<file path="src/source/mips_defines.svh">
`ifndef MIPS_DEFINES_SVH
`define MIPS_DEFINES_SVH

// machine address width
`define M_WIDTH 32

// register specifier width in the micro-op, arch fields are zero padded
`define LG_PRF_ENTRIES 6

// pattern history table index width
`define LG_PHT_SZ 8

`endif

</file>
<file path="src/source/mips_isa_pkg.sv">
package mips_isa_pkg;

	typedef enum logic [5:0]
	{
		OP_SPECIAL = 6'd0,
		OP_REGIMM  = 6'd1,
		OP_J       = 6'd2,
		OP_JAL     = 6'd3,
		OP_BEQ     = 6'd4,
		OP_BNE     = 6'd5,
		OP_BLEZ    = 6'd6,
		OP_BGTZ    = 6'd7,
		OP_ADDIU   = 6'd9,
		OP_SLTI    = 6'd10,
		OP_SLTIU   = 6'd11,
		OP_ANDI    = 6'd12,
		OP_ORI     = 6'd13,
		OP_XORI    = 6'd14,
		OP_LUI     = 6'd15,
		OP_BEQL    = 6'd20,
		OP_BNEL    = 6'd21,
		OP_BLEZL   = 6'd22,
		OP_BGTZL   = 6'd23,
		OP_PREF    = 6'd51
	} mips_opcode_t;

	typedef enum logic [5:0]
	{
		FN_SLL  = 6'd0,
		FN_SRL  = 6'd2,
		FN_SRA  = 6'd3,
		FN_SLLV = 6'd4,
		FN_SRLV = 6'd6,
		FN_SRAV = 6'd7,
		FN_JR   = 6'd8,
		FN_JALR = 6'd9,
		FN_SYNC = 6'd15,
		FN_ADDU = 6'd33,
		FN_SUBU = 6'd35,
		FN_AND  = 6'd36,
		FN_OR   = 6'd37,
		FN_XOR  = 6'd38,
		FN_NOR  = 6'd39,
		FN_SLT  = 6'd42,
		FN_SLTU = 6'd43,
		FN_TEQ  = 6'd52
	} mips_funct_t;

	// rt field codes under REGIMM
	typedef enum logic [4:0]
	{
		RI_BLTZ   = 5'd0,
		RI_BGEZ   = 5'd1,
		RI_BLTZL  = 5'd2,
		RI_BGEZL  = 5'd3,
		RI_BGEZAL = 5'd17
	} mips_regimm_t;

endpackage

</file>
<file path="src/source/uop_pkg.sv">
`include "mips_defines.svh"

package uop_pkg;

	typedef logic [`LG_PRF_ENTRIES-1:0] preg_t;

	typedef enum logic [5:0]
	{
		// integer alu
		SLL, SRL, SRA, SLLV, SRLV, SRAV,
		ADDU, SUBU, AND, OR, XOR, NOR,
		SLT, SLTU, MOV,
		ADDIU, SLTI, SLTIU, ANDI, ORI, XORI, LUI, MOVI,
		// conditional branches
		BEQ, BNE, BLEZ, BGTZ,
		BEQL, BNEL, BLEZL, BGTZL,
		BLTZ, BGEZ, BLTZL, BGEZL,
		BGEZAL, BAL,
		// jumps
		J, JAL, JR, JALR,
		NOP,
		II // illegal instruction
	} uop_op_t;

endpackage
</file>
<file path="src/source/alu_decode.sv">
`include "mips_defines.svh"

module alu_decode
(
	input logic [31:0] insn,
	output logic hit,
	output uop_pkg::uop_op_t op,
	output uop_pkg::preg_t src_a,
	output uop_pkg::preg_t src_b,
	output uop_pkg::preg_t dst,
	output logic src_a_valid,
	output logic src_b_valid,
	output logic dst_valid,
	output logic [15:0] imm
);
	import mips_isa_pkg::*;
	import uop_pkg::*;

	localparam ZP = `LG_PRF_ENTRIES - 5;

	mips_opcode_t opcode;
	mips_funct_t funct;
	preg_t rs;
	preg_t rt;
	preg_t rd;
	preg_t shamt;
	logic imm_only;

	assign opcode = mips_opcode_t'(insn[31:26]);
	assign funct = mips_funct_t'(insn[5:0]);
	assign rs = {{ZP{1'b0}}, insn[25:21]};
	assign rt = {{ZP{1'b0}}, insn[20:16]};
	assign rd = {{ZP{1'b0}}, insn[15:11]};
	assign shamt = {{ZP{1'b0}}, insn[10:6]};
	assign imm_only = (opcode == OP_LUI) || (opcode == OP_ADDIU && rs == '0); // lui and movi

	function automatic uop_op_t rtype_op(input mips_funct_t f, input logic rs_zero);
		case (f)
			FN_SLL: rtype_op = SLL;
			FN_SRL: rtype_op = SRL;
			FN_SRA: rtype_op = SRA;
			FN_SLLV: rtype_op = SLLV;
			FN_SRLV: rtype_op = SRLV;
			FN_SRAV: rtype_op = SRAV;
			FN_ADDU: rtype_op = ADDU;
			FN_SUBU: rtype_op = SUBU;
			FN_AND: rtype_op = AND;
			FN_OR: rtype_op = rs_zero ? MOV : OR; // or with $0 is a move
			FN_XOR: rtype_op = XOR;
			FN_NOR: rtype_op = NOR;
			FN_SLT: rtype_op = SLT;
			FN_SLTU: rtype_op = SLTU;
			default: rtype_op = II;
		endcase
	endfunction

	function automatic uop_op_t itype_op(input mips_opcode_t o, input logic rs_zero);
		case (o)
			OP_ADDIU: itype_op = rs_zero ? MOVI : ADDIU;
			OP_SLTI: itype_op = SLTI;
			OP_SLTIU: itype_op = SLTIU;
			OP_ANDI: itype_op = ANDI;
			OP_ORI: itype_op = ORI;
			OP_XORI: itype_op = XORI;
			OP_LUI: itype_op = LUI;
			default: itype_op = II;
		endcase
	endfunction

	always_comb
	begin
		hit = 1'b0;
		op = II;
		src_a = '0;
		src_a_valid = 1'b0;
		src_b = '0;
		src_b_valid = 1'b0;
		dst = '0;
		dst_valid = 1'b0;
		imm = 16'd0;
		case (opcode)
			OP_SPECIAL:
			begin
				case (funct)
					FN_SLL, FN_SRL, FN_SRA:
					begin
						hit = 1'b1;
						src_a = rt;
						src_a_valid = 1'b1;
						src_b = shamt; // constant amount, no read
						dst = rd;
						dst_valid = (rd != '0);
						op = (rd == '0) ? NOP : rtype_op(funct, 1'b0); // covers all-zero word
					end
					FN_SLLV, FN_SRLV, FN_SRAV, FN_ADDU, FN_SUBU, FN_AND, FN_OR,
					FN_XOR, FN_NOR, FN_SLT, FN_SLTU:
					begin
						hit = 1'b1;
						src_a = (funct == FN_SUBU) ? rs : rt; // subu keeps rs first
						src_a_valid = 1'b1;
						src_b = (funct == FN_SUBU) ? rt : rs;
						src_b_valid = !(funct == FN_OR && rs == '0);
						dst = rd;
						dst_valid = (rd != '0);
						op = (rd == '0) ? NOP : rtype_op(funct, rs == '0);
					end
					FN_SYNC, FN_TEQ:
					begin
						hit = 1'b1;
						op = NOP;
					end
					default:
					begin
					end
				endcase
			end
			OP_ADDIU, OP_SLTI, OP_SLTIU, OP_ANDI, OP_ORI, OP_XORI, OP_LUI:
			begin
				hit = 1'b1;
				src_a = imm_only ? '0 : rs;
				src_a_valid = !imm_only;
				dst = rt;
				dst_valid = (rt != '0);
				imm = insn[15:0];
				op = (rt == '0) ? NOP : itype_op(opcode, rs == '0);
			end
			OP_PREF:
			begin
				hit = 1'b1;
				op = NOP; // prefetch hint dropped
			end
			default:
			begin
			end
		endcase
	end

endmodule

</file>
<file path="src/source/branch_decode.sv">
`include "mips_defines.svh"

module branch_decode
(
	input logic [31:0] insn,
	input logic insn_pred,
	output logic hit,
	output logic src_a_valid,
	output logic src_b_valid,
	output logic dst_valid,
	output logic has_delay_slot,
	output logic has_nullifying_delay_slot,
	output logic br_pred,
	output uop_pkg::uop_op_t op,
	output uop_pkg::preg_t src_a,
	output uop_pkg::preg_t src_b,
	output uop_pkg::preg_t dst,
	output logic [15:0] imm,
	output logic [`M_WIDTH-17:0] jmp_imm
);
	import mips_isa_pkg::*;
	import uop_pkg::*;

	localparam ZP = `LG_PRF_ENTRIES - 5;
	localparam preg_t LINK_REG = 'd31;

	mips_opcode_t opcode;
	mips_regimm_t regimm;
	preg_t rs;
	preg_t rt;
	preg_t rd;
	logic rs_zero;
	logic two_src;
	logic likely_op;

	assign opcode = mips_opcode_t'(insn[31:26]);
	assign regimm = mips_regimm_t'(insn[20:16]);
	assign rs = {{ZP{1'b0}}, insn[25:21]};
	assign rt = {{ZP{1'b0}}, insn[20:16]};
	assign rd = {{ZP{1'b0}}, insn[15:11]};
	assign rs_zero = (rs == '0);
	assign two_src = opcode inside {OP_BEQ, OP_BNE, OP_BEQL, OP_BNEL};
	assign likely_op = opcode inside {OP_BEQL, OP_BNEL, OP_BLEZL, OP_BGTZL};

	always_comb
	begin
		hit = 1'b0;
		op = II;
		src_a = '0;
		src_a_valid = 1'b0;
		src_b = '0;
		src_b_valid = 1'b0;
		dst = '0;
		dst_valid = 1'b0;
		imm = 16'd0;
		jmp_imm = '0;
		br_pred = 1'b0;
		has_nullifying_delay_slot = 1'b0;
		case (opcode)
			OP_BEQ, OP_BNE, OP_BEQL, OP_BNEL, OP_BLEZ, OP_BGTZ, OP_BLEZL, OP_BGTZL:
			begin
				hit = 1'b1;
				case (opcode)
					OP_BEQ: op = BEQ;
					OP_BNE: op = BNE;
					OP_BLEZ: op = BLEZ;
					OP_BGTZ: op = BGTZ;
					OP_BEQL: op = BEQL;
					OP_BNEL: op = BNEL;
					OP_BLEZL: op = BLEZL;
					default: op = BGTZL;
				endcase
				src_a = rs;
				src_a_valid = 1'b1;
				src_b = two_src ? rt : '0; // blez/bgtz compare against zero
				src_b_valid = two_src;
				imm = insn[15:0];
				br_pred = insn_pred;
				has_nullifying_delay_slot = likely_op;
			end
			OP_REGIMM:
			begin
				hit = 1'b1;
				src_a = rs;
				src_a_valid = 1'b1;
				imm = insn[15:0];
				br_pred = insn_pred;
				case (regimm)
					RI_BLTZ: op = BLTZ;
					RI_BGEZ: op = BGEZ;
					RI_BLTZL:
					begin
						op = BLTZL;
						has_nullifying_delay_slot = 1'b1;
					end
					RI_BGEZL:
					begin
						op = BGEZL;
						has_nullifying_delay_slot = 1'b1;
					end
					RI_BGEZAL:
					begin
						op = rs_zero ? BAL : BGEZAL; // always taken on $0
						dst = LINK_REG;
						dst_valid = 1'b1;
						src_b = LINK_REG;
						src_b_valid = !rs_zero;
					end
					default: hit = 1'b0;
				endcase
			end
			OP_J:
			begin
				hit = 1'b1;
				op = J;
			end
			OP_JAL:
			begin
				hit = 1'b1;
				op = JAL;
				dst = LINK_REG;
				dst_valid = 1'b1;
				imm = insn[15:0];
				jmp_imm = {{(`M_WIDTH - 26){1'b0}}, insn[25:16]}; // upper target bits
				br_pred = 1'b1;
			end
			OP_SPECIAL:
			begin
				if (insn[5:0] == FN_JR || insn[5:0] == FN_JALR)
				begin
					hit = 1'b1;
					op = (insn[5:0] == FN_JR) ? JR : JALR;
					src_a = rs;
					src_a_valid = 1'b1;
					dst = (insn[5:0] == FN_JALR) ? rd : '0;
					dst_valid = (insn[5:0] == FN_JALR) && (rd != '0);
				end
			end
			default:
			begin
			end
		endcase
		has_delay_slot = hit; // every branch and jump has one
	end

endmodule

</file>
<file path="src/source/decode_stage.sv">
`include "mips_defines.svh"

module decode_stage
(
	input logic clk,
	input logic rst,
	input logic insn_valid,
	input logic [31:0] insn,
	input logic [`M_WIDTH-1:0] pc,
	input logic insn_pred,
	input logic [`LG_PHT_SZ-1:0] pht_idx,
	output logic uop_valid,
	output uop_pkg::uop_op_t uop_op,
	output uop_pkg::preg_t src_a,
	output logic src_a_valid,
	output uop_pkg::preg_t src_b,
	output logic src_b_valid,
	output uop_pkg::preg_t dst,
	output logic dst_valid,
	output logic [15:0] imm,
	output logic [`M_WIDTH-17:0] jmp_imm,
	output logic has_delay_slot,
	output logic has_nullifying_delay_slot,
	output logic br_pred,
	output logic is_br,
	output logic [`M_WIDTH-1:0] uop_pc,
	output logic [`LG_PHT_SZ-1:0] uop_pht_idx
);
	import uop_pkg::*;

	logic alu_hit;
	uop_op_t alu_op;
	preg_t alu_src_a;
	preg_t alu_src_b;
	preg_t alu_dst;
	logic alu_src_a_valid;
	logic alu_src_b_valid;
	logic alu_dst_valid;
	logic [15:0] alu_imm;

	logic br_hit;
	uop_op_t br_op;
	preg_t br_src_a;
	preg_t br_src_b;
	preg_t br_dst;
	logic br_src_a_valid;
	logic br_src_b_valid;
	logic br_dst_valid;
	logic [15:0] br_imm;
	logic [`M_WIDTH-17:0] br_jmp_imm;
	logic br_has_delay_slot;
	logic br_has_nullifying_delay_slot;
	logic br_br_pred;

	alu_decode u_alu_decode
	(
		.insn(insn),
		.hit(alu_hit),
		.op(alu_op),
		.src_a(alu_src_a),
		.src_b(alu_src_b),
		.dst(alu_dst),
		.src_a_valid(alu_src_a_valid),
		.src_b_valid(alu_src_b_valid),
		.dst_valid(alu_dst_valid),
		.imm(alu_imm)
	);

	branch_decode u_branch_decode
	(
		.insn(insn),
		.insn_pred(insn_pred),
		.hit(br_hit),
		.src_a_valid(br_src_a_valid),
		.src_b_valid(br_src_b_valid),
		.dst_valid(br_dst_valid),
		.has_delay_slot(br_has_delay_slot),
		.has_nullifying_delay_slot(br_has_nullifying_delay_slot),
		.br_pred(br_br_pred),
		.op(br_op),
		.src_a(br_src_a),
		.src_b(br_src_b),
		.dst(br_dst),
		.imm(br_imm),
		.jmp_imm(br_jmp_imm)
	);

	// decoders claim disjoint opcodes, merge only looks at the hits
	uop_merge u_uop_merge
	(
		.clk(clk),
		.rst(rst),
		.insn_valid(insn_valid),
		.alu_hit(alu_hit),
		.alu_op(alu_op),
		.alu_src_a(alu_src_a),
		.alu_src_a_valid(alu_src_a_valid),
		.alu_src_b(alu_src_b),
		.alu_src_b_valid(alu_src_b_valid),
		.alu_dst(alu_dst),
		.alu_dst_valid(alu_dst_valid),
		.alu_imm(alu_imm),
		.br_hit(br_hit),
		.br_op(br_op),
		.br_src_a(br_src_a),
		.br_src_a_valid(br_src_a_valid),
		.br_src_b(br_src_b),
		.br_src_b_valid(br_src_b_valid),
		.br_dst(br_dst),
		.br_dst_valid(br_dst_valid),
		.br_imm(br_imm),
		.br_jmp_imm(br_jmp_imm),
		.br_has_delay_slot(br_has_delay_slot),
		.br_has_nullifying_delay_slot(br_has_nullifying_delay_slot),
		.br_br_pred(br_br_pred),
		.pc(pc),
		.pht_idx(pht_idx),
		.uop_valid(uop_valid),
		.uop_op(uop_op),
		.src_a(src_a),
		.src_a_valid(src_a_valid),
		.src_b(src_b),
		.src_b_valid(src_b_valid),
		.dst(dst),
		.dst_valid(dst_valid),
		.imm(imm),
		.jmp_imm(jmp_imm),
		.has_delay_slot(has_delay_slot),
		.has_nullifying_delay_slot(has_nullifying_delay_slot),
		.br_pred(br_pred),
		.is_br(is_br),
		.uop_pc(uop_pc),
		.uop_pht_idx(uop_pht_idx)
	);

endmodule

</file>
<file path="src/source/uop_merge.sv">
`include "mips_defines.svh"

module uop_merge
(
	input logic clk,
	input logic rst,
	input logic insn_valid,
	input logic alu_hit,
	input uop_pkg::uop_op_t alu_op,
	input uop_pkg::preg_t alu_src_a,
	input logic alu_src_a_valid,
	input uop_pkg::preg_t alu_src_b,
	input logic alu_src_b_valid,
	input uop_pkg::preg_t alu_dst,
	input logic alu_dst_valid,
	input logic [15:0] alu_imm,
	input logic br_hit,
	input uop_pkg::uop_op_t br_op,
	input uop_pkg::preg_t br_src_a,
	input logic br_src_a_valid,
	input uop_pkg::preg_t br_src_b,
	input logic br_src_b_valid,
	input uop_pkg::preg_t br_dst,
	input logic br_dst_valid,
	input logic [15:0] br_imm,
	input logic [`M_WIDTH-17:0] br_jmp_imm,
	input logic br_has_delay_slot,
	input logic br_has_nullifying_delay_slot,
	input logic br_br_pred,
	input logic [`M_WIDTH-1:0] pc,
	input logic [`LG_PHT_SZ-1:0] pht_idx,
	output logic uop_valid,
	output uop_pkg::uop_op_t uop_op,
	output uop_pkg::preg_t src_a,
	output logic src_a_valid,
	output uop_pkg::preg_t src_b,
	output logic src_b_valid,
	output uop_pkg::preg_t dst,
	output logic dst_valid,
	output logic [15:0] imm,
	output logic [`M_WIDTH-17:0] jmp_imm,
	output logic has_delay_slot,
	output logic has_nullifying_delay_slot,
	output logic br_pred,
	output logic is_br,
	output logic [`M_WIDTH-1:0] uop_pc,
	output logic [`LG_PHT_SZ-1:0] uop_pht_idx
);
	import uop_pkg::*;

	uop_op_t n_op;
	preg_t n_src_a;
	preg_t n_src_b;
	preg_t n_dst;
	logic n_src_a_valid;
	logic n_src_b_valid;
	logic n_dst_valid;
	logic [15:0] n_imm;
	logic [`M_WIDTH-17:0] n_jmp_imm;
	logic n_delay;
	logic n_nullify;
	logic n_pred;
	logic n_is_br;

	always_comb
	begin
		n_op = II; // neither decoder claimed the word
		n_src_a = '0;
		n_src_b = '0;
		n_dst = '0;
		n_src_a_valid = 1'b0;
		n_src_b_valid = 1'b0;
		n_dst_valid = 1'b0;
		n_imm = 16'd0;
		n_jmp_imm = '0;
		n_delay = 1'b0;
		n_nullify = 1'b0;
		n_pred = 1'b0;
		n_is_br = 1'b0;
		if (alu_hit)
		begin
			n_op = alu_op;
			n_src_a = alu_src_a;
			n_src_b = alu_src_b;
			n_dst = alu_dst;
			n_src_a_valid = alu_src_a_valid;
			n_src_b_valid = alu_src_b_valid;
			n_dst_valid = alu_dst_valid;
			n_imm = alu_imm;
		end
		else if (br_hit)
		begin
			n_op = br_op;
			n_src_a = br_src_a;
			n_src_b = br_src_b;
			n_dst = br_dst;
			n_src_a_valid = br_src_a_valid;
			n_src_b_valid = br_src_b_valid;
			n_dst_valid = br_dst_valid;
			n_imm = br_imm;
			n_jmp_imm = br_jmp_imm;
			n_delay = br_has_delay_slot;
			n_nullify = br_has_nullifying_delay_slot;
			n_pred = br_br_pred;
			n_is_br = 1'b1;
		end
	end

	always_ff @(posedge clk)
	begin
		if (rst)
			uop_valid <= 1'b0;
		else
			uop_valid <= insn_valid;
	end

	// payload holds while no instruction enters
	always_ff @(posedge clk)
	begin
		if (insn_valid)
		begin
			uop_op <= n_op;
			src_a <= n_src_a;
			src_a_valid <= n_src_a_valid;
			src_b <= n_src_b;
			src_b_valid <= n_src_b_valid;
			dst <= n_dst;
			dst_valid <= n_dst_valid;
			imm <= n_imm;
			jmp_imm <= n_jmp_imm;
			has_delay_slot <= n_delay;
			has_nullifying_delay_slot <= n_nullify;
			br_pred <= n_pred;
			is_br <= n_is_br;
			uop_pc <= pc;
			uop_pht_idx <= pht_idx;
		end
	end

endmodule

</file>
<file path="config.mk">
export PLATFORM = sky130hd
export DESIGN_NAME = decode_stage
export DESIGN_NICKNAME = d
export VERILOG_FILES = /design/src/source/mips_isa_pkg.sv /design/src/source/uop_pkg.sv /design/src/source/alu_decode.sv /design/src/source/branch_decode.sv /design/src/source/decode_stage.sv /design/src/source/uop_merge.sv
export VERILOG_INCLUDE_DIRS = /design/src /design/src/source
export SDC_FILE = /design/constraint.sdc
export NUM_CORES = 1
export LEC_CHECK = 0
export ABC_AREA = 1
export BUFFER_PORTS_ARGS = -buffer_cell sky130_fd_sc_hd__buf_2
export CAP_MARGIN = 20
export CORE_MARGIN = 10
export CORE_UTILIZATION = 49
export CTS_BUF_LIST = sky130_fd_sc_hd__clkbuf_8
export CTS_CLUSTER_SIZE = 12
export DETAILED_ROUTE_END_ITERATION = 16
export GPL_TIMING_DRIVEN = 0
export PLACE_DENSITY = 0.82
export SLEW_MARGIN = 5
export SYNTH_ARGS = -nofsm -noshare
export SYNTH_HDL_FRONTEND = slang
export SYNTH_HIERARCHICAL = 1
export SYNTH_SLANG_ARGS = --single-unit
</file>
<file path="constraint.sdc">
create_clock -name clk -period 2.4 [get_ports clk]
set_input_delay 0.72 -clock clk [delete_from_list [all_inputs] [get_ports clk]]
set_output_delay 0.72 -clock clk [all_outputs]
set_load 0.01 [all_outputs]
</file>
==> results of run 1 <==
==> power by group through the flow <==
| stage | registers (mW) | logic [mW] | clock network [mW] |
|---|---|---|---|
| after detailed placement | 2.19 | 0.675 | 0 |
| after global placement | 2.19 | 0.660 | 0 |
| final | 2.15 | 0.689 | 1.03 |
| after CTS | 2.15 | 0.678 | 1.05 |
| after floorplan | 2.27 | 0.274 | 0 |
| after global routing | 2.16 | 0.755 | 1.12 |
==> through the flow <==
step / hold WS, ps / instance area (sq um) / worst slack, ps
2_1_floorplan: 791 / 6220 / 11.3
3_3_place_gp: 880 / 7330 / -452
3_5_place_dp: 878 / 7360 / -444
4_1_cts: 472 / 7560 / 21.5
5_1_grt: 472 / 7600 / 6.39
6_report: 492 / 7600 / 76.0
==> synth_stat cells <==
cell / instances
o21ai_1: 7
nor3_1: 6
nor2_8: 1
a211oi_1: 1
nand2_1: 220
inv_2: 11
a21oi_1: 18
o21ai_0: 23
ha_1: 4
nand3_2: 3
nand2_4: 3
o22ai_1: 10
o21a_1: 1
nor2_2: 19
nand4_1: 11
o21ai_4: 1
buf_2: 8
inv_8: 1
nand4_2: 2
a22o_1: 1
nor2_4: 6
o211ai_1: 9
clkinv_1: 1
buf_6: 9
inv_1: 101
nand2_2: 2
nand3b_1: 1
nor2_1: 69
nand3_1: 71
dfxtp_1: 1
conb_1: 2
edfxtp_1: 103
buf_4: 20
o211ai_2: 2
==> repair_timing <==
item	CTS	global route
endpoints found under the setup margin	3	54
hold buffers	0	0
pin swaps	0	2
setup buffers	0	0
resized for setup	3	11
==> kinds of logic (layout without fill, tap and decap cells) <==
kind of cell             Yosys count  in the layout
AND/OR/NAND/NOR                  414            414
adder cells (fa/ha/maj)            4              4
AO/OA/AOI/OAI                     73             73
flip-flops                       104            104
other                              2             12
buffers and inverters            151            347
==> flip-flops by register name, summed over array words and instances, names as in the netlist, 6 cells and up <==
register,cells
u_uop_merge/uop_pc,32
u_uop_merge/imm,16
u_uop_merge/jmp_imm,16
u_uop_merge/uop_pht_idx,8
u_uop_merge/dst,6
u_uop_merge/src_a,6
u_uop_merge/src_b,6
u_uop_merge/uop_op,6
==> area by class of cell <==
type                       instances  area [sq um]  share of cell area (%)
multi-input combinational        503          2430                    31.9
sequential                       104          3110                    41.0
clock inverter                     6          48.8                   0.642
tap                              168           210                    2.77
buffer                            37           294                    3.87
clock buffer                      10           138                    1.81
inverter                         114           438                    5.77
timing repair buffer             180           928                    12.2
==> worst max path at each step <==
stage	startpoint	to	slack, ps
after floorplan	insn[0]	u_uop_merge/br_pred	10
after global placement	insn[0]	u_uop_merge/src_b_valid	-450
after detailed placement	insn[0]	u_uop_merge/src_b_valid	-440
after CTS	insn[0]	u_uop_merge/src_b_valid	20
after global routing	insn[4]	u_uop_merge/uop_op[4]	6
final	insn[4]	u_uop_merge/src_b_valid	80
==> metal layers <==
metal	global-route usage (%)	vias up	share of wire, %
li1	-	2813	-
met1	22.3	2565	38
met2	33.3	285	50
met3	5.03	27	9.8
met4	6.97	0	2.4
met5	0	-	0
==> summary.md, run 1 <==
| Metric | Value |
|---|---|
| Crit path capture type | `flop` |
| Largest family of logic cells by synthesized area | `simple AND/OR/NAND/NOR gates` |
| Placed Cells | `1106` |
| Buffer and inverter count on the worst path | `4` |
| CTS buffer count | `9` |
| CP max-delay cell | `nor3_2` |
| Yosys cell types | `34` |
| CTS root buf | `clkbuf_8` |
| H-tree levels | `3` |
| Data required, critical path | `2630 ps` |
| Max-slew headroom | `65.2%` |
| Comb power frac | `17.8%` |
| Sw Share | `27.8%` |
| Seq pwr share | `55.6%` |
| Via/cell ratio | `5.07` |
| Routed via count | `5690` |
| Num ports | `180` |
| CP Class | `input pin to flop` |
| Die area | `17500 sq um` |
| Syn Std Cell Area | `6190 sq um` |
| Most common cell after layout, fill and taps aside | `nand2_1` |
| Ys Warns | `6` |
| Post-synth top area share | `50.0%` |
| CTS sink cnt | `104` |
| GRT Residual Overflow | `0` |
| Slew Limit Fails | `0` |
| Worst min-delay path startpoint | `rst` |
| Cell-internal power | `2.79 mW` |
| Routed wire per std cell | `15.3 um` |
| Switching pwr | `1.08 mW` |
| Instance count on the critical path | `11` |
| Fin crit share | `96.8%` |
| Final WL | `17.2 mm` |
| RSZ-0062 raised after global routing | `no` |
| Post-Synth Simple-Gate Area | `30.0%` |
| Post-detail-place hpwl | `13.7 mm` |
| # fillers | `1085` |
| Antenna cells | `0` |
| Crit-path cells | `buf_2, nor3_2, nand3_1, nand2_1, nand2_1, nand4_1, buf_4, buf_4, buf_4, nand3_1, nand2_1` |
| Fmax | `430 MHz` |
| Sequential element share of the synthesized area | `50.3%` |
| Port Buf Inserts | `179` |
| Largest net degree at the start of global routing | `80` |
| Setup TNS | `0 ps` |
| Synth Instances | `748` |
| Synth Area in XOR/XNOR | `0%` |
| Syn Area/Cell | `8.27 sq um` |
| Worst-Margin Slew | `522 ps` |
| P&R area growth vs syn | `22.8%` |
| Power Total | `3.86 mW` |
| First-pass GRT wire length | `27.7 mm` |
| Die X | `132 um` |
| Initial Utilization | `50.7%` |
| Synth Area in Adders | `0.809%` |
| Final cell count without fillers | `1122` |
| Commonest non-fill, non-tap cells in the layout | `nand2_1, buf_2, edfxtp_1, inv_1, nand3_1` |
| Power per Cell Area | `509 nW/um^2` |
| Outcome | `completed` |
| Die Height | `132 um` |
| Max-cap viol count | `0` |
| Post-synthesis mux area share | `0%` |
| Total Routing Usage GR | `19.3%` |
| Cell taking the most area after synthesis | `edfxtp_1` |
| Area contributors post-synth | `edfxtp_1, nand2_1, inv_1` |
| Core Area | `12200 sq um` |
| Drt first pass iters | `6` |
| Crit Path Max Fanout | `10` |
| Synth Register Bits | `104` |
| Initial DRC Count | `497` |
| Critical Path AT | `2550 ps` |
| Top Family by Delay on Critical Path | `simple AND/OR/NAND/NOR gates` |
| Clock share of power | `26.6%` |
| Tmin final | `2320 ps` |
| DRC Markers | `0` |
| Initial antenna violation count | `0` |
| Clock buffer depth | `2` |
| CTS tree | `yes` |
| Vias in the first global route | `5395` |
| Final Hold Viols | `0` |
| Hold endpoint | `u_uop_merge/uop_valid` |
| Compound-gate portion of the synthesized area | `7.04%` |
| CP peak stage delay | `350 ps` |
| Hold Path Stages | `2` |
| Max VDD drop | `0.237 mV` |
| Row cnt | `40` |
| ANT nets after route | `0` |
| Clk pin slew, worst setup/hold paths | `100 ps` |
| Setup crit start kind | `input pin` |
| Hold crit path type | `input pin to flop` |
| Layout cells sized above 1 | `30.4%` |
| Final GP Congestion | `0.993` |
| Fin nets | `1029` |
| Lkg Pwr | `3.73 nW` |
| Fin util | `62.2%` |
| Final setup vio count | `0` |
No activity file was read; power rests on OpenSTA's default activity.
==> run 2: changes to the inputs <==
- ABC_AREA: 1 -> default
- CORE_UTILIZATION: 49 -> 45
- PLACE_DENSITY: 0.82 -> 0.81
- SYNTH_HIERARCHICAL: 1 -> default
==> run 2 against run 1 <==
Against the previous run:
- the flow now finishes with violations (negative setup slack)
- highest routed layer unchanged
- via count shrank 32%
- utilization shrank 0.40 points
- sequential share of layout area grew 5.8 points
- clock power is essentially flat
- total power shrank 8.4%
==> summary.md, run 2 <==
| Metric | Value |
|---|---|
| Syn Area/Cell | `12.3 sq um (was 8.27 sq um)` |
| Num ports | `180 (unchanged)` |
| Placed Area | `5580 sq um (was 7360 sq um)` |
| Routed wire per std cell | `20.6 um (was 15.3 um)` |
| Most frequent cell after synthesis | `edfxtp_1 (was nand2_1)` |
| Initial DRC Count | `284 (was 497)` |
| Final GP Congestion | `0.895 (was 0.993)` |
| Slew Limit Fails | `0 (unchanged)` |
| GRT Residual Overflow | `0 (unchanged)` |
| Post-synthesis mux area share | `0% (unchanged)` |
| FFs w/ async S/R, synth | `0% (unchanged)` |
| Comb power frac | `16.3% (was 17.8%)` |
| Outcome | `complete, but fails checks (was completed)` |
| Fin crit share | `101% (was 96.8%)` |
| Switching pwr | `0.895 mW (was 1.08 mW)` |
| Via/cell ratio | `5.54 (was 5.07)` |
| Largest family of logic cells by synthesized area | `simple AND/OR/NAND/NOR gates (unchanged)` |
| Crit Path Max Fanout | `7 (was 10)` |
| Max-slew headroom | `63.7% (was 65.2%)` |
| Crit path capture type | `flop (unchanged)` |
| Sequential element share of the synthesized area | `62.7% (was 50.3%)` |
| Row cnt | `36 (was 40)` |
| Fin util | `61.8% (was 62.2%)` |
| Setup crit start kind | `input pin (unchanged)` |
| Fmax | `415 MHz (was 430 MHz)` |
| Failing checks | `negative setup slack` |
| Clock buffer depth | `2 (unchanged)` |
| Synth Area in XOR/XNOR | `0.585% (was 0%)` |
| Cell taking the most area after synthesis | `edfxtp_1 (unchanged)` |
| CTS sink cnt | `94 (was 104)` |
| Placed Cells | `674 (was 1106)` |
| Lkg Pwr | `2.41 nW (was 3.73 nW)` |
| Clock share of power | `28.2% (was 26.6%)` |
| Tmin final | `2410 ps (was 2320 ps)` |
| Synth Area in Adders | `1.12% (was 0.809%)` |
| Max-cap viol count | `0 (unchanged)` |
| Die Height | `120 um (was 132 um)` |
| Hold Buf Count CTS | `0 (unchanged)` |
| Design area | `6010 sq um (was 7600 sq um)` |
| Final setup vio count | `1 (was 0)` |
| Max VDD drop | `0.290 mV (was 0.237 mV)` |
| Commonest non-fill, non-tap cells in the layout | `buf_2, edfxtp_1, and2_1, buf_4, o21ai_0 (was nand2_1, buf_2, edfxtp_1, inv_1, nand3_1)` |
| Power per Cell Area | `588 nW/um^2 (was 509 nW/um^2)` |
| Post-Synth Simple-Gate Area | `17.0% (was 30.0%)` |
| Post-synth EDFFs | `93 (was 103)` |
| Vias in the first global route | `3799 (was 5395)` |
| CTS buffer count | `9 (unchanged)` |
| Data required, critical path | `2490 ps (was 2630 ps)` |
| Top Registers | `u_uop_merge.uop_pc: 32 flops, u_uop_merge.imm: 16 flops, u_uop_merge.jmp_imm: 10 flops (was u_uop_merge/uop_pc: 32 flops, u_uop_merge/imm: 16 flops, u_uop_merge/jmp_imm: 16 flops)` |
| Die X | `120 um (was 132 um)` |
| Core Area | `9730 sq um (was 12200 sq um)` |
| Power Total | `3.54 mW (was 3.86 mW)` |
| Synth top cells by count | `edfxtp_1, o21ai_0, and2_1, nor2_1, nand2_1 (was nand2_1, edfxtp_1, inv_1, nand3_1, nor2_1)` |
| Total Routing Usage GR | `19.0% (was 19.3%)` |
| Port Buf Inserts | `166 (was 179)` |
| Critical Path AT | `2500 ps (was 2550 ps)` |
| Cell-internal power | `2.64 mW (was 2.79 mW)` |
| Antenna cells | `0 (unchanged)` |
| Die area | `14400 sq um (was 17500 sq um)` |
| Post-detail-place hpwl | `11.2 mm (was 13.7 mm)` |
| Initial antenna violation count | `0 (unchanged)` |
| Sw Share | `25.3% (was 27.8%)` |
| Syn Std Cell Area | `4490 sq um (was 6190 sq um)` |
| CTS tree | `yes (unchanged)` |
| Fin nets | `642 (was 1029)` |
| Ys Warns | `0 (was 6)` |
| Yosys cell types | `61 (was 34)` |
| Initial Utilization | `46.1% (was 50.7%)` |
| Layout cells sized above 1 | `45.7% (was 30.4%)` |
| CP Class | `input pin to flop (unchanged)` |
| DRC Markers | `0 (unchanged)` |
| Final Hold Viols | `0 (unchanged)` |
| Final worst slack | `-12.3 ps (was 76.0 ps)` |
| Routed via count | `3880 (was 5690)` |
| Worst-Margin Slew | `537 ps (was 522 ps)` |
| Hold Path Stages | `2 (unchanged)` |
| Largest register FFs | `32 (unchanged)` |
| Synth Register Bits | `94 (was 104)` |
| Top FF cell, synth | `edfxtp_1 (unchanged)` |
| Largest Register | `u_uop_merge.uop_pc (was u_uop_merge/uop_pc)` |
| ANT nets after route | `0 (unchanged)` |
| Final WL | `14.4 mm (was 17.2 mm)` |
| Compound-gate portion of the synthesized area | `14.5% (was 7.04%)` |
| Final cell count without fillers | `700 (was 1122)` |
| Largest net degree at the start of global routing | `56 (was 80)` |
| P&R area growth vs syn | `34.0% (was 22.8%)` |
| Drt first pass iters | `5 (was 6)` |
| Setup TNS | `-12.3 ps (was 0 ps)` |
| Seq pwr share | `55.5% (was 55.6%)` |
| Most common cell after layout, fill and taps aside | `buf_2 (was nand2_1)` |
| CTS root buf | `clkbuf_8 (unchanged)` |
| Synth Instances | `366 (was 748)` |
| Hold crit path type | `input pin to flop (unchanged)` |
| Clk pin slew, worst setup/hold paths | `90 ps (was 100 ps)` |
| RSZ-0062 raised after global routing | `yes (was no)` |
| H-tree levels | `3 (unchanged)` |
| Area contributors post-synth | `edfxtp_1, and2_1, o21ai_0 (was edfxtp_1, nand2_1, inv_1)` |
| First-pass GRT wire length | `21.7 mm (was 27.7 mm)` |
| Post-synth top area share | `62.2% (was 50.0%)` |
-- run 2: cell types whose count changed after synthesis, moves of 11 or more --
cell / change
nand2_1: -198
inv_1: -96
and2_1: +25
nor2_1: -45
clkbuf_1: +16
inv_2: -11
nand3_1: -59
nor2_2: -19
-- run 2: cell type report --
type | instances | area (sq um)
Buffer | 28 | 179
Clock buffer | 9 | 124
Clock inverter | 7 | 62.6
Fill cell | 800 | 3720
Inverter | 5 | 23.8
Multi-Input combinational cell | 246 | 1700
Sequential cell | 94 | 2810
Tap cell | 133 | 166
Timing Repair Buffer | 178 | 948
-- run 2: final timing paths --
path  startpoint                    end
max     insn[31]  u_uop_merge.uop_op[3]
min          rst  u_uop_merge.uop_valid
-- run 2: routing by layer --
| layer | track usage, % | vias up | share of wire [%] |
|---|---|---|---|
| li1 | - | 1779 | - |
| met1 | 22.2 | 1876 | 38 |
| met2 | 32.6 | 206 | 51 |
| met3 | 6.19 | 19 | 8.9 |
| met4 | 5.81 | 0 | 1.6 |
| met5 | 0 | - | 0 |
-- run 2: kinds of logic after synthesis --
| logic type | Yosys count |
|---|---|
| other | 1 |
| XOR/XNOR | 3 |
| AO/OA/AOI/OAI | 98 |
| buffers and inverters | 34 |
| adder cells (fa/ha/maj) | 4 |
| flip-flops | 94 |
| AND/OR/NAND/NOR | 132 |
-- run 2: power groups by stage --
stage / Combinational, mW / Clock (mW) / Sequential [mW]
finish: 0.578 / 0.997 / 1.96
global route: 0.622 / 1.09 / 1.97
floorplan: 0.175 / 0 / 2.08
CTS: 0.557 / 1.02 / 1.97
detailed placement: 0.543 / 0 / 2.00
global placement: 0.528 / 0 / 2.00
-- run 2: per-stage QoR --
step | setup WS [ps] | hold slack [ps]
after floorplan | -70.6 | 792
after global placement | -762 | 877
after detailed placement | -705 | 891
after CTS | 3.09 | 507
after global routing | -53.6 | 513
final | -12.3 | 529
-- run 2: timing repair --
action                                  CTS  global route
endpoints found under the setup margin   30            31
setup buffers                             5             6
resized for setup                        14            42
pin swaps                                 4             9
-- run 2: critical path, cell delays in order --
cell     delay, ps
buf_2          150
or4_4          520
buf_6          160
nor3b_4        310
a21oi_2        170
o31ai_2        140
and4_1         270
a41oi_2         50
